===== config.mk =====
export PLATFORM = sky130hd
export DESIGN_NAME = decodeStage
export DESIGN_NICKNAME = d
export VERILOG_FILES = /design/src/rtl/decodePkg.sv /design/src/rtl/isaPkg.sv /design/src/rtl/decodeStage.sv /design/src/rtl/decodeOperands.sv /design/src/rtl/decodeBranch.sv /design/src/rtl/decodeMem.sv /design/src/rtl/decodeAlu.sv
export SDC_FILE = /design/constraint.sdc
export NUM_CORES = 1
export LEC_CHECK = 0
export ABC_CLOCK_PERIOD_IN_PS = 2630
export BUFFER_PORTS_ARGS = -buffer_cell sky130_fd_sc_hd__buf_2
export CAP_MARGIN = 40
export CORE_AREA = 2 2 76 78
export DETAILED_ROUTE_END_ITERATION = 16
export DIE_AREA = 0 0 78 80
export GPL_ROUTABILITY_DRIVEN = 1
export PLACE_DENSITY = 0.83
export SLEW_MARGIN = 20
export SYNTH_ARGS = -nofsm -noshare
export SYNTH_HDL_FRONTEND = slang
export SYNTH_HIERARCHICAL = 1
export SYNTH_SLANG_ARGS = --single-unit

===== constraint.sdc =====
create_clock -name clk -period 2.63 [get_ports clk]
set_clock_uncertainty 0.05 [all_clocks]
set_input_delay 0.3945 -clock clk [delete_from_list [all_inputs] [get_ports clk]]
set_output_delay 0.3945 -clock clk [all_outputs]
set_load 0.03 [all_outputs]

===== src/rtl/decodePkg.sv =====
// Decoded record definitions
package decodePkg;

	// =========================================================================
	// Field widths of the decoded record
	// =========================================================================

	// Register numbers address a file of 32 registers
	localparam int regIdxWidth = 5;

	// Branch condition copied from the top field
	localparam int condWidth = 3;

	// Encoded widths of the two enumerations below
	localparam int memSizeWidth = 2;
	localparam int unitWidth = 3;

	// =========================================================================
	// Execution unit and access size
	// =========================================================================

	// Unit that will execute the instruction
	// DBcc lands on the ALU since the count-down is done there
	typedef enum logic [unitWidth-1:0] {
		unitAlu     = 3'd0,
		unitFpu     = 3'd1,
		unitMem     = 3'd2,
		unitBranch  = 3'd3,
		unitIllegal = 3'd4
	} unit_t;

	// Access width of a load or store
	// Size code 3 is reserved and is read as a word access
	typedef enum logic [memSizeWidth-1:0] {
		memByte = 2'd0,
		memHalf = 2'd1,
		memWord = 2'd2
	} memSize_t;

endpackage


===== src/rtl/isaPkg.sv =====
// Instruction set definitions
package isaPkg;

	// =========================================================================
	// Instruction word geometry
	// =========================================================================

	// Every instruction is a single 32-bit word
	localparam int instrWidth = 32;
	localparam int opcodeWidth = 7;
	localparam int fop4Width = 4;

	// Major opcode occupies the low seven bits
	localparam int opLsb = 0;

	// Destination and source register numbers
	localparam int rdMsb = 11;
	localparam int rdLsb = 7;
	localparam int rs1Msb = 16;
	localparam int rs1Lsb = 12;
	localparam int rs2Msb = 21;
	localparam int rs2Lsb = 17;

	// Floating sub-operation selector overlaps the upper immediate bits
	localparam int fop4Msb = 25;
	localparam int fop4Lsb = 22;

	// The top field carries a branch condition or a floating format modifier
	localparam int topMsb = 31;
	localparam int topLsb = 29;

	// Immediate is fifteen bits and shares its low end with Rs2
	localparam int immMsb = 31;
	localparam int immLsb = 17;

	// =========================================================================
	// Opcodes
	// =========================================================================

	// Codes not listed here are illegal
	typedef enum logic [opcodeWidth-1:0] {
		OP_ADD   = 7'h04,
		OP_SUBF  = 7'h05,
		OP_CMP   = 7'h06,
		OP_MUL   = 7'h07,
		OP_DIV   = 7'h08,
		OP_AND   = 7'h09,
		OP_OR    = 7'h0A,
		OP_XOR   = 7'h0B,
		OP_SHIFT = 7'h0C,
		OP_MOV   = 7'h0D,
		OP_LOADA = 7'h0E,
		OP_CSR   = 7'h0F,
		OP_CHK   = 7'h10,
		OP_NOP   = 7'h11,
		OP_FENCE = 7'h12,
		OP_PUSH  = 7'h13,
		OP_POP   = 7'h14,
		OP_FLT   = 7'h20,
		OP_LOAD  = 7'h30,
		OP_STORE = 7'h31,
		OP_BCC   = 7'h40,
		OP_DBCC  = 7'h41
	} opcode_t;

	// Floating sub-operations in bits 25 to 22
	// The G8 group holds sign moves and class tests done on the integer ALU
	typedef enum logic [fop4Width-1:0] {
		FOP4_ADD  = 4'd0,
		FOP4_SUB  = 4'd1,
		FOP4_MUL  = 4'd2,
		FOP4_DIV  = 4'd3,
		FOP4_SQRT = 4'd4,
		FOP4_CVT  = 4'd5,
		FOP4_CMP  = 4'd6,
		FOP4_G8   = 4'd8
	} fop4_t;

	// Pull the major opcode out of an instruction word
	function automatic opcode_t fnOpcode(input logic [instrWidth-1:0] ir);
		return opcode_t'(ir[opLsb +: opcodeWidth]);
	endfunction

	// Decrement-and-branch counts down a register through the ALU
	function automatic logic fnIsDBcc(input opcode_t op);
		return op == OP_DBCC;
	endfunction

endpackage

===== src/rtl/decodeStage.sv =====
// Instruction decode stage
`timescale 1ns/1ns

module decodeStage
#(
	parameter int immWidth = 32
)
(
	input  logic                              clk,
	input  logic                              rstN,
	input  logic                              instrValid,
	output logic                              instrReady,
	input  logic [isaPkg::instrWidth-1:0]     instr,
	input  logic                              outReady,
	output logic                              outValid,
	output decodePkg::unit_t                  unit,
	output logic                              isAlu,
	output logic                              isLoad,
	output logic                              isStore,
	output decodePkg::memSize_t               memSize,
	output logic                              isBranch,
	output logic                              isDecBranch,
	output logic [decodePkg::condWidth-1:0]   cond,
	output logic [decodePkg::regIdxWidth-1:0] rd,
	output logic [decodePkg::regIdxWidth-1:0] rs1,
	output logic [decodePkg::regIdxWidth-1:0] rs2,
	output logic                              writesRd,
	output logic [immWidth-1:0]               imm
);

	// Combinational results for the word now on the input port
	decodePkg::unit_t                  decUnit;
	logic                              decIsAlu;
	logic                              decIsLoad;
	logic                              decIsStore;
	decodePkg::memSize_t               decMemSize;
	logic                              decIsBranch;
	logic                              decIsDecBranch;
	logic [decodePkg::condWidth-1:0]   decCond;
	logic [decodePkg::regIdxWidth-1:0] decRd;
	logic [decodePkg::regIdxWidth-1:0] decRs1;
	logic [decodePkg::regIdxWidth-1:0] decRs2;
	logic                              decWritesRd;
	logic [immWidth-1:0]               decImm;

	// High on an edge where the input word is taken
	logic accept;

	// =========================================================================
	// Classifiers
	// =========================================================================

	decodeAlu uAlu
	(
		.instr (instr),
		.isAlu (decIsAlu)
	);

	decodeMem uMem
	(
		.instr   (instr),
		.isLoad  (decIsLoad),
		.isStore (decIsStore),
		.memSize (decMemSize)
	);

	decodeBranch uBranch
	(
		.instr       (instr),
		.isBranch    (decIsBranch),
		.isDecBranch (decIsDecBranch),
		.cond        (decCond)
	);

	decodeOperands #(.immWidth(immWidth)) uOperands
	(
		.instr    (instr),
		.rd       (decRd),
		.rs1      (decRs1),
		.rs2      (decRs2),
		.writesRd (decWritesRd),
		.imm      (decImm)
	);

	// The ALU claim wins so DBcc and the cheap floating forms stay off the FPU
	always_comb
	begin
		if (decIsAlu)
			decUnit = decodePkg::unitAlu;
		else if (isaPkg::fnOpcode(instr) == isaPkg::OP_FLT)
			decUnit = decodePkg::unitFpu;
		else if (decIsLoad || decIsStore)
			decUnit = decodePkg::unitMem;
		else if (decIsBranch)
			decUnit = decodePkg::unitBranch;
		else
			decUnit = decodePkg::unitIllegal;
	end

	// =========================================================================
	// Output register
	// =========================================================================

	// Space opens when the register is empty or its content leaves this cycle
	assign instrReady = !outValid || outReady;
	assign accept     = instrValid && instrReady;

	always_ff @(posedge clk)
	begin
		if (!rstN)
			outValid <= 1'b0;
		else if (instrReady)
			outValid <= instrValid;
	end

	// The record only changes on acceptance so it holds still under a stall
	always_ff @(posedge clk)
	begin
		if (accept)
		begin
			unit        <= decUnit;
			isAlu       <= decIsAlu;
			isLoad      <= decIsLoad;
			isStore     <= decIsStore;
			memSize     <= decMemSize;
			isBranch    <= decIsBranch;
			isDecBranch <= decIsDecBranch;
			cond        <= decCond;
			rd          <= decRd;
			rs1         <= decRs1;
			rs2         <= decRs2;
			writesRd    <= decWritesRd;
			imm         <= decImm;
		end
	end

endmodule


===== src/rtl/decodeOperands.sv =====
// Operand field decoder
`timescale 1ns/1ns

module decodeOperands
#(
	parameter int immWidth = 32
)
(
	input  logic [isaPkg::instrWidth-1:0]    instr,
	output logic [decodePkg::regIdxWidth-1:0] rd,
	output logic [decodePkg::regIdxWidth-1:0] rs1,
	output logic [decodePkg::regIdxWidth-1:0] rs2,
	output logic                              writesRd,
	output logic [immWidth-1:0]               imm
);

	// Width of the raw immediate field in the word
	localparam int immFieldWidth = isaPkg::immMsb - isaPkg::immLsb + 1;

	isaPkg::opcode_t           opcode;
	logic [immFieldWidth-1:0]  immField;

	assign opcode = isaPkg::fnOpcode(instr);

	// =========================================================================
	// Register numbers and immediate
	// =========================================================================

	// Register fields are always extracted even if a form leaves some unused
	assign rd  = instr[isaPkg::rdMsb:isaPkg::rdLsb];
	assign rs1 = instr[isaPkg::rs1Msb:isaPkg::rs1Lsb];
	assign rs2 = instr[isaPkg::rs2Msb:isaPkg::rs2Lsb];

	// Immediate bit 31 is the sign and it is carried up to the full width
	assign immField = instr[isaPkg::immMsb:isaPkg::immLsb];
	assign imm      = immWidth'($signed(immField));

	// =========================================================================
	// Destination write
	// =========================================================================

	always_comb
	begin
		case (opcode)
			// Stores, plain branches and the no-result ops leave Rd alone
			isaPkg::OP_STORE, isaPkg::OP_BCC, isaPkg::OP_NOP, isaPkg::OP_FENCE:
				writesRd = 1'b0;
			// A compare into register 0 only sets flags
			isaPkg::OP_CMP:
				writesRd = (rd != '0);
			isaPkg::OP_ADD, isaPkg::OP_SUBF, isaPkg::OP_MUL, isaPkg::OP_DIV:
				writesRd = 1'b1;
			isaPkg::OP_AND, isaPkg::OP_OR, isaPkg::OP_XOR, isaPkg::OP_SHIFT:
				writesRd = 1'b1;
			isaPkg::OP_MOV, isaPkg::OP_LOADA, isaPkg::OP_CSR, isaPkg::OP_CHK:
				writesRd = 1'b1;
			// Push and pop update the stack pointer named in Rd
			isaPkg::OP_PUSH, isaPkg::OP_POP:
				writesRd = 1'b1;
			// DBcc writes back the decremented count
			isaPkg::OP_FLT, isaPkg::OP_LOAD, isaPkg::OP_DBCC:
				writesRd = 1'b1;
			// Illegal opcodes must not disturb the register file
			default:
				writesRd = 1'b0;
		endcase
	end

endmodule


===== src/rtl/decodeBranch.sv =====
// Branch decoder
`timescale 1ns/1ns

module decodeBranch
(
	input  logic [isaPkg::instrWidth-1:0]  instr,
	output logic                           isBranch,
	output logic                           isDecBranch,
	output logic [decodePkg::condWidth-1:0] cond
);

	isaPkg::opcode_t opcode;

	// Set for the counting branch only
	logic dbcc;

	assign opcode = isaPkg::fnOpcode(instr);
	assign dbcc   = isaPkg::fnIsDBcc(opcode);

	// =========================================================================
	// Branch flags
	// =========================================================================

	// Both branch forms redirect the fetch stream
	// DBcc also decrements a register, which the ALU class picks up
	assign isBranch    = (opcode == isaPkg::OP_BCC) || dbcc;
	assign isDecBranch = dbcc;

	// =========================================================================
	// Condition
	// =========================================================================

	// Condition code sits in the top three bits of the word
	// It is passed on for every instruction and read only for branches
	assign cond = instr[isaPkg::topMsb:isaPkg::topLsb];

endmodule


===== src/rtl/decodeMem.sv =====
// Memory access decoder
`timescale 1ns/1ns

module decodeMem
(
	input  logic [isaPkg::instrWidth-1:0] instr,
	output logic                          isLoad,
	output logic                          isStore,
	output decodePkg::memSize_t           memSize
);

	isaPkg::opcode_t opcode;

	// Loads and stores reuse the low bits of the Rs2 slot as a size code
	logic [decodePkg::memSizeWidth-1:0] sizeCode;

	assign opcode   = isaPkg::fnOpcode(instr);
	assign sizeCode = instr[isaPkg::rs2Lsb +: decodePkg::memSizeWidth];

	// =========================================================================
	// Access kind
	// =========================================================================

	// Each direction has its own major opcode
	assign isLoad  = (opcode == isaPkg::OP_LOAD);
	assign isStore = (opcode == isaPkg::OP_STORE);

	// =========================================================================
	// Access width
	// =========================================================================

	// The size is extracted for every word and only means something for memory ops
	// The reserved code folds onto a word access
	always_comb
	begin
		case (sizeCode)
			2'd0:
				memSize = decodePkg::memByte;
			2'd1:
				memSize = decodePkg::memHalf;
			default:
				memSize = decodePkg::memWord;
		endcase
	end

endmodule


===== src/rtl/decodeAlu.sv =====
// Integer ALU class decoder
`timescale 1ns/1ns

module decodeAlu
(
	input  logic [isaPkg::instrWidth-1:0] instr,
	output logic                          isAlu
);

	// Opcode and floating selector of the incoming word
	isaPkg::opcode_t opcode;
	isaPkg::fop4_t   fop4;

	// Format modifier and second source pick out the absolute-value form
	logic [isaPkg::topMsb-isaPkg::topLsb:0] topField;
	logic [isaPkg::rs2Msb-isaPkg::rs2Lsb:0] rs2Field;

	assign opcode   = isaPkg::fnOpcode(instr);
	assign fop4     = isaPkg::fop4_t'(instr[isaPkg::fop4Msb:isaPkg::fop4Lsb]);
	assign topField = instr[isaPkg::topMsb:isaPkg::topLsb];
	assign rs2Field = instr[isaPkg::rs2Msb:isaPkg::rs2Lsb];

	// =========================================================================
	// Class decision
	// =========================================================================

	always_comb
	begin
		case (opcode)
			// Most floating work belongs to the FPU
			// A few forms only touch the sign bit or the exponent pattern
			isaPkg::OP_FLT:
				case (fop4)
					// Absolute value is an add with format 1 and Rs2 fixed at 1
					isaPkg::FOP4_ADD:
						isAlu = (topField == 3'b001) && (rs2Field == 5'd1);
					isaPkg::FOP4_G8:
						isAlu = 1'b1;
					default:
						isAlu = 1'b0;
				endcase
			// Plain integer arithmetic and logic
			isaPkg::OP_ADD, isaPkg::OP_SUBF, isaPkg::OP_CMP,
			isaPkg::OP_MUL, isaPkg::OP_DIV:
				isAlu = 1'b1;
			isaPkg::OP_AND, isaPkg::OP_OR, isaPkg::OP_XOR, isaPkg::OP_SHIFT:
				isAlu = 1'b1;
			// Moves, address loads, CSR access and bounds checks
			isaPkg::OP_MOV, isaPkg::OP_LOADA, isaPkg::OP_CSR, isaPkg::OP_CHK:
				isAlu = 1'b1;
			// These have no real ALU work but still pass through its slot
			isaPkg::OP_NOP, isaPkg::OP_FENCE, isaPkg::OP_PUSH, isaPkg::OP_POP:
				isAlu = 1'b1;
			// Only DBcc remains among the other opcodes
			default:
				isAlu = isaPkg::fnIsDBcc(opcode);
		endcase
	end

endmodule


==> impl_metrics.json <==
{
  "clk_pin_slew_ns": 0.07,
  "synthTopCellsByArea": "edfxtp_1, buf_4, nor4b_2, nor4b_1, nor4_2",
  "grt_max_degree": 44,
  "hold_class": "in2reg",
  "final_common_cell": "buf_2",
  "wire_per_inst_um": 14.3,
  "fp.dieH_um": 80,
  "first_pass_iters": 4,
  "rsz0062_at_grt": "no",
  "grt_pass1_wl_um": 6420,
  "post-cts-setup-buffers": 0,
  "netlist_instances": 164,
  "worst_slack_ns": 0.607,
  "cpMaxStageDelayCell": "or4_1",
  "ys_seq_area_share_pct": 71.2,
  "start_util_pct": 48.1,
  "period_needed_ns": 2.02,
  "grt_pass1_vias": 1321,
  "htreeDepth": 3,
  "setup_viol": 0,
  "diodes": 0,
  "crit_required_ns": 2.67,
  "ys_warn_count": 6,
  "combPwrFrac_pct": 11.8,
  "syn2layout_area_growth_pct": 16.8,
  "cts_tree": "built",
  "synthDistinctLibCells": 31,
  "max_slew_margin_pct": 61.0,
  "clkSinkCount": 62,
  "die_area_mm2": 0.00624,
  "critical_path_arrival_ns": 2.06,
  "path_class": "in2reg",
  "p_int_mw": 1.76,
  "finalCritPeriodShare_pct": 76.9,
  "cts_hold_buf": 0,
  "rr_startpoint": "outValid",
  "critPathLaunchType": "input pin",
  "grt_antenna_before_repair": 1,
  "irDropWorstVdd_mv": 0.299,
  "synthArstFlopShare_pct": 0,
  "dieWidth_um": 78,
  "synth_edf_count": 61,
  "final_cell_mix": "buf_2, edfxtp_1, clkbuf_8",
  "cp_slowest_stage_delay_ns": 0.47,
  "cts_root_buffer": "clkbuf_8",
  "finish.utilization_pct": 56.2,
  "min_from": "instr[27]",
  "rows": 27,
  "p_sw_mw": 0.559,
  "track_usage_pct": 14.3,
  "clock_latency_ns": 0.32,
  "clockBufferDepth": 2,
  "cts-resized-gates": 0,
  "tightestPinTransition_ns": 0.578,
  "max_freq_mhz": 494,
  "core-area_mm2": 0.00541,
  "ys_seq_elements": 62,
  "viasPerCell": 4.80,
  "switching_share_pct": 24.1,
  "cts_made_buffers": 9,
  "drive_gt1_share_pct": 53.9,
  "crit_fanout": 20,
  "num_vias": 1439,
  "drc": 0,
  "gp_congestion": 0.783,
  "crit_chain": "buf_2 -> nor4b_2 -> a21oi_1 -> or4_1 -> o21ai_0 -> nor4b_1 -> a21o_1",
  "grt-ovfl-total": 0,
  "ioPinCount": 99,
  "synth_area_mm2": 0.00260,
  "seq_power_share_pct": 50.3,
  "p_clk_share_pct": 37.9,
  "postRouteAntennaNets": 0,
  "cp-startpoint": "instr[31]",
  "drtIter0Drc": 69,
  "synth_top_area_share_pct": 70.4,
  "dp_slack_ns": 0.285,
  "p_leak_nw": 1.21,
  "nets": 259,
  "drv_slew": 0,
  "syn_nets": 200,
  "endpoint_kind": "flip-flop",
  "hold_viol_final": 0,
  "maxCapViolCount": 0,
  "io_buffer_count": 98,
  "outcome": "completed",
  "avgSynthCellArea_um2": 15.9,
  "post-dp-hpwl_um": 3050,
  "ys.flop_type": "edfxtp_1",
  "fin_setup_tns_ns": 0,
  "yosys.area.top_type": "edfxtp_1",
  "power_density_mw_per_mm2": 763,
  "wl_um": 4300
}
[worst max-delay path, delay by kind of cell]
family	cells	cell delay [ns]
simple gates	3	0.90
compound gates	3	0.56
buf+inv	1	0.19
[path summary, 6_finish.rpt]
| check | depth (start not counted) | endpoint | slack [ns] |
|---|---|---|---|
| min reg2reg | 2 | outValid | 0.48 |
| max reg2reg | 3 | cond[0] | 1.10 |
| min | 1 | imm[10] | 0.19 |
| max | 7 | unit[0] | 0.61 |
[power by group through the flow]
stage / clock [mW] / combinational (mW) / sequential, mW
2_1_floorplan: 0 / 0.0951 / 1.31
3_3_place_gp: 0 / 0.272 / 1.19
3_5_place_dp: 0 / 0.277 / 1.19
4_1_cts: 0.905 / 0.277 / 1.17
5_1_grt: 0.949 / 0.291 / 1.17
6_report: 0.879 / 0.274 / 1.17
[sequential cells by signal, summed over array words and instances (netlist names), 2 cells and up]
signal / cells
imm: 32
rd: 5
rs1: 5
rs2: 5
cond: 3
unit: 3
memSize: 2
[cell families after synthesis]
group,count (synthesis),share of synthesized area [%]
AND/OR/NAND/NOR,33,9.90
XOR/XNOR,1,0.337
buffers and inverters,53,14.9
AO/OA/AOI/OAI,15,3.75
flip-flops,62,71.2
[synthesized netlist by cell type (2+ instances only)]
master / number
edfxtp_1: 61
buf_4: 50
nor2_1: 5
a21oi_1: 4
nor3_1: 4
nor4b_1: 4
nor4b_2: 4
a21boi_0: 2
inv_1: 2
nand2_1: 2
nor3b_1: 2
nor4_2: 2
o21ai_0: 2
or4_1: 2
or4b_1: 2
[cell type report]
class / instances / area (um^2)
Inverter: 2 / 7.51
Clock buffer: 10 / 128
Tap cell: 72 / 90.1
Multi-Input combinational cell: 49 / 365
Clock inverter: 6 / 86.3
Fill cell: 437 / 2370
Timing Repair Buffer: 99 / 510
Sequential cell: 62 / 1850
[routing by layer]
layer	global-route usage [%]	part of all wire (%)	vias to the layer above
li1	-	-	687
met5	0	0.26	-
met3	5.43	8.7	9
met4	8.42	1.8	2
met2	23.5	49	77
met1	15.9	40	664
[per-stage QoR]
step	power [mW]	std cells	cell area (um^2)	hold slack [ns]
after floorplan	1.40	164	2600	0.483
after detailed placement	1.47	284	2830	0.473
after global placement	1.46	284	2830	0.451
after global routing	2.41	300	3040	0.170
after CTS	2.35	300	3040	0.169
final	2.32	300	3040	0.192
Power figures use the tool's default switching activity.
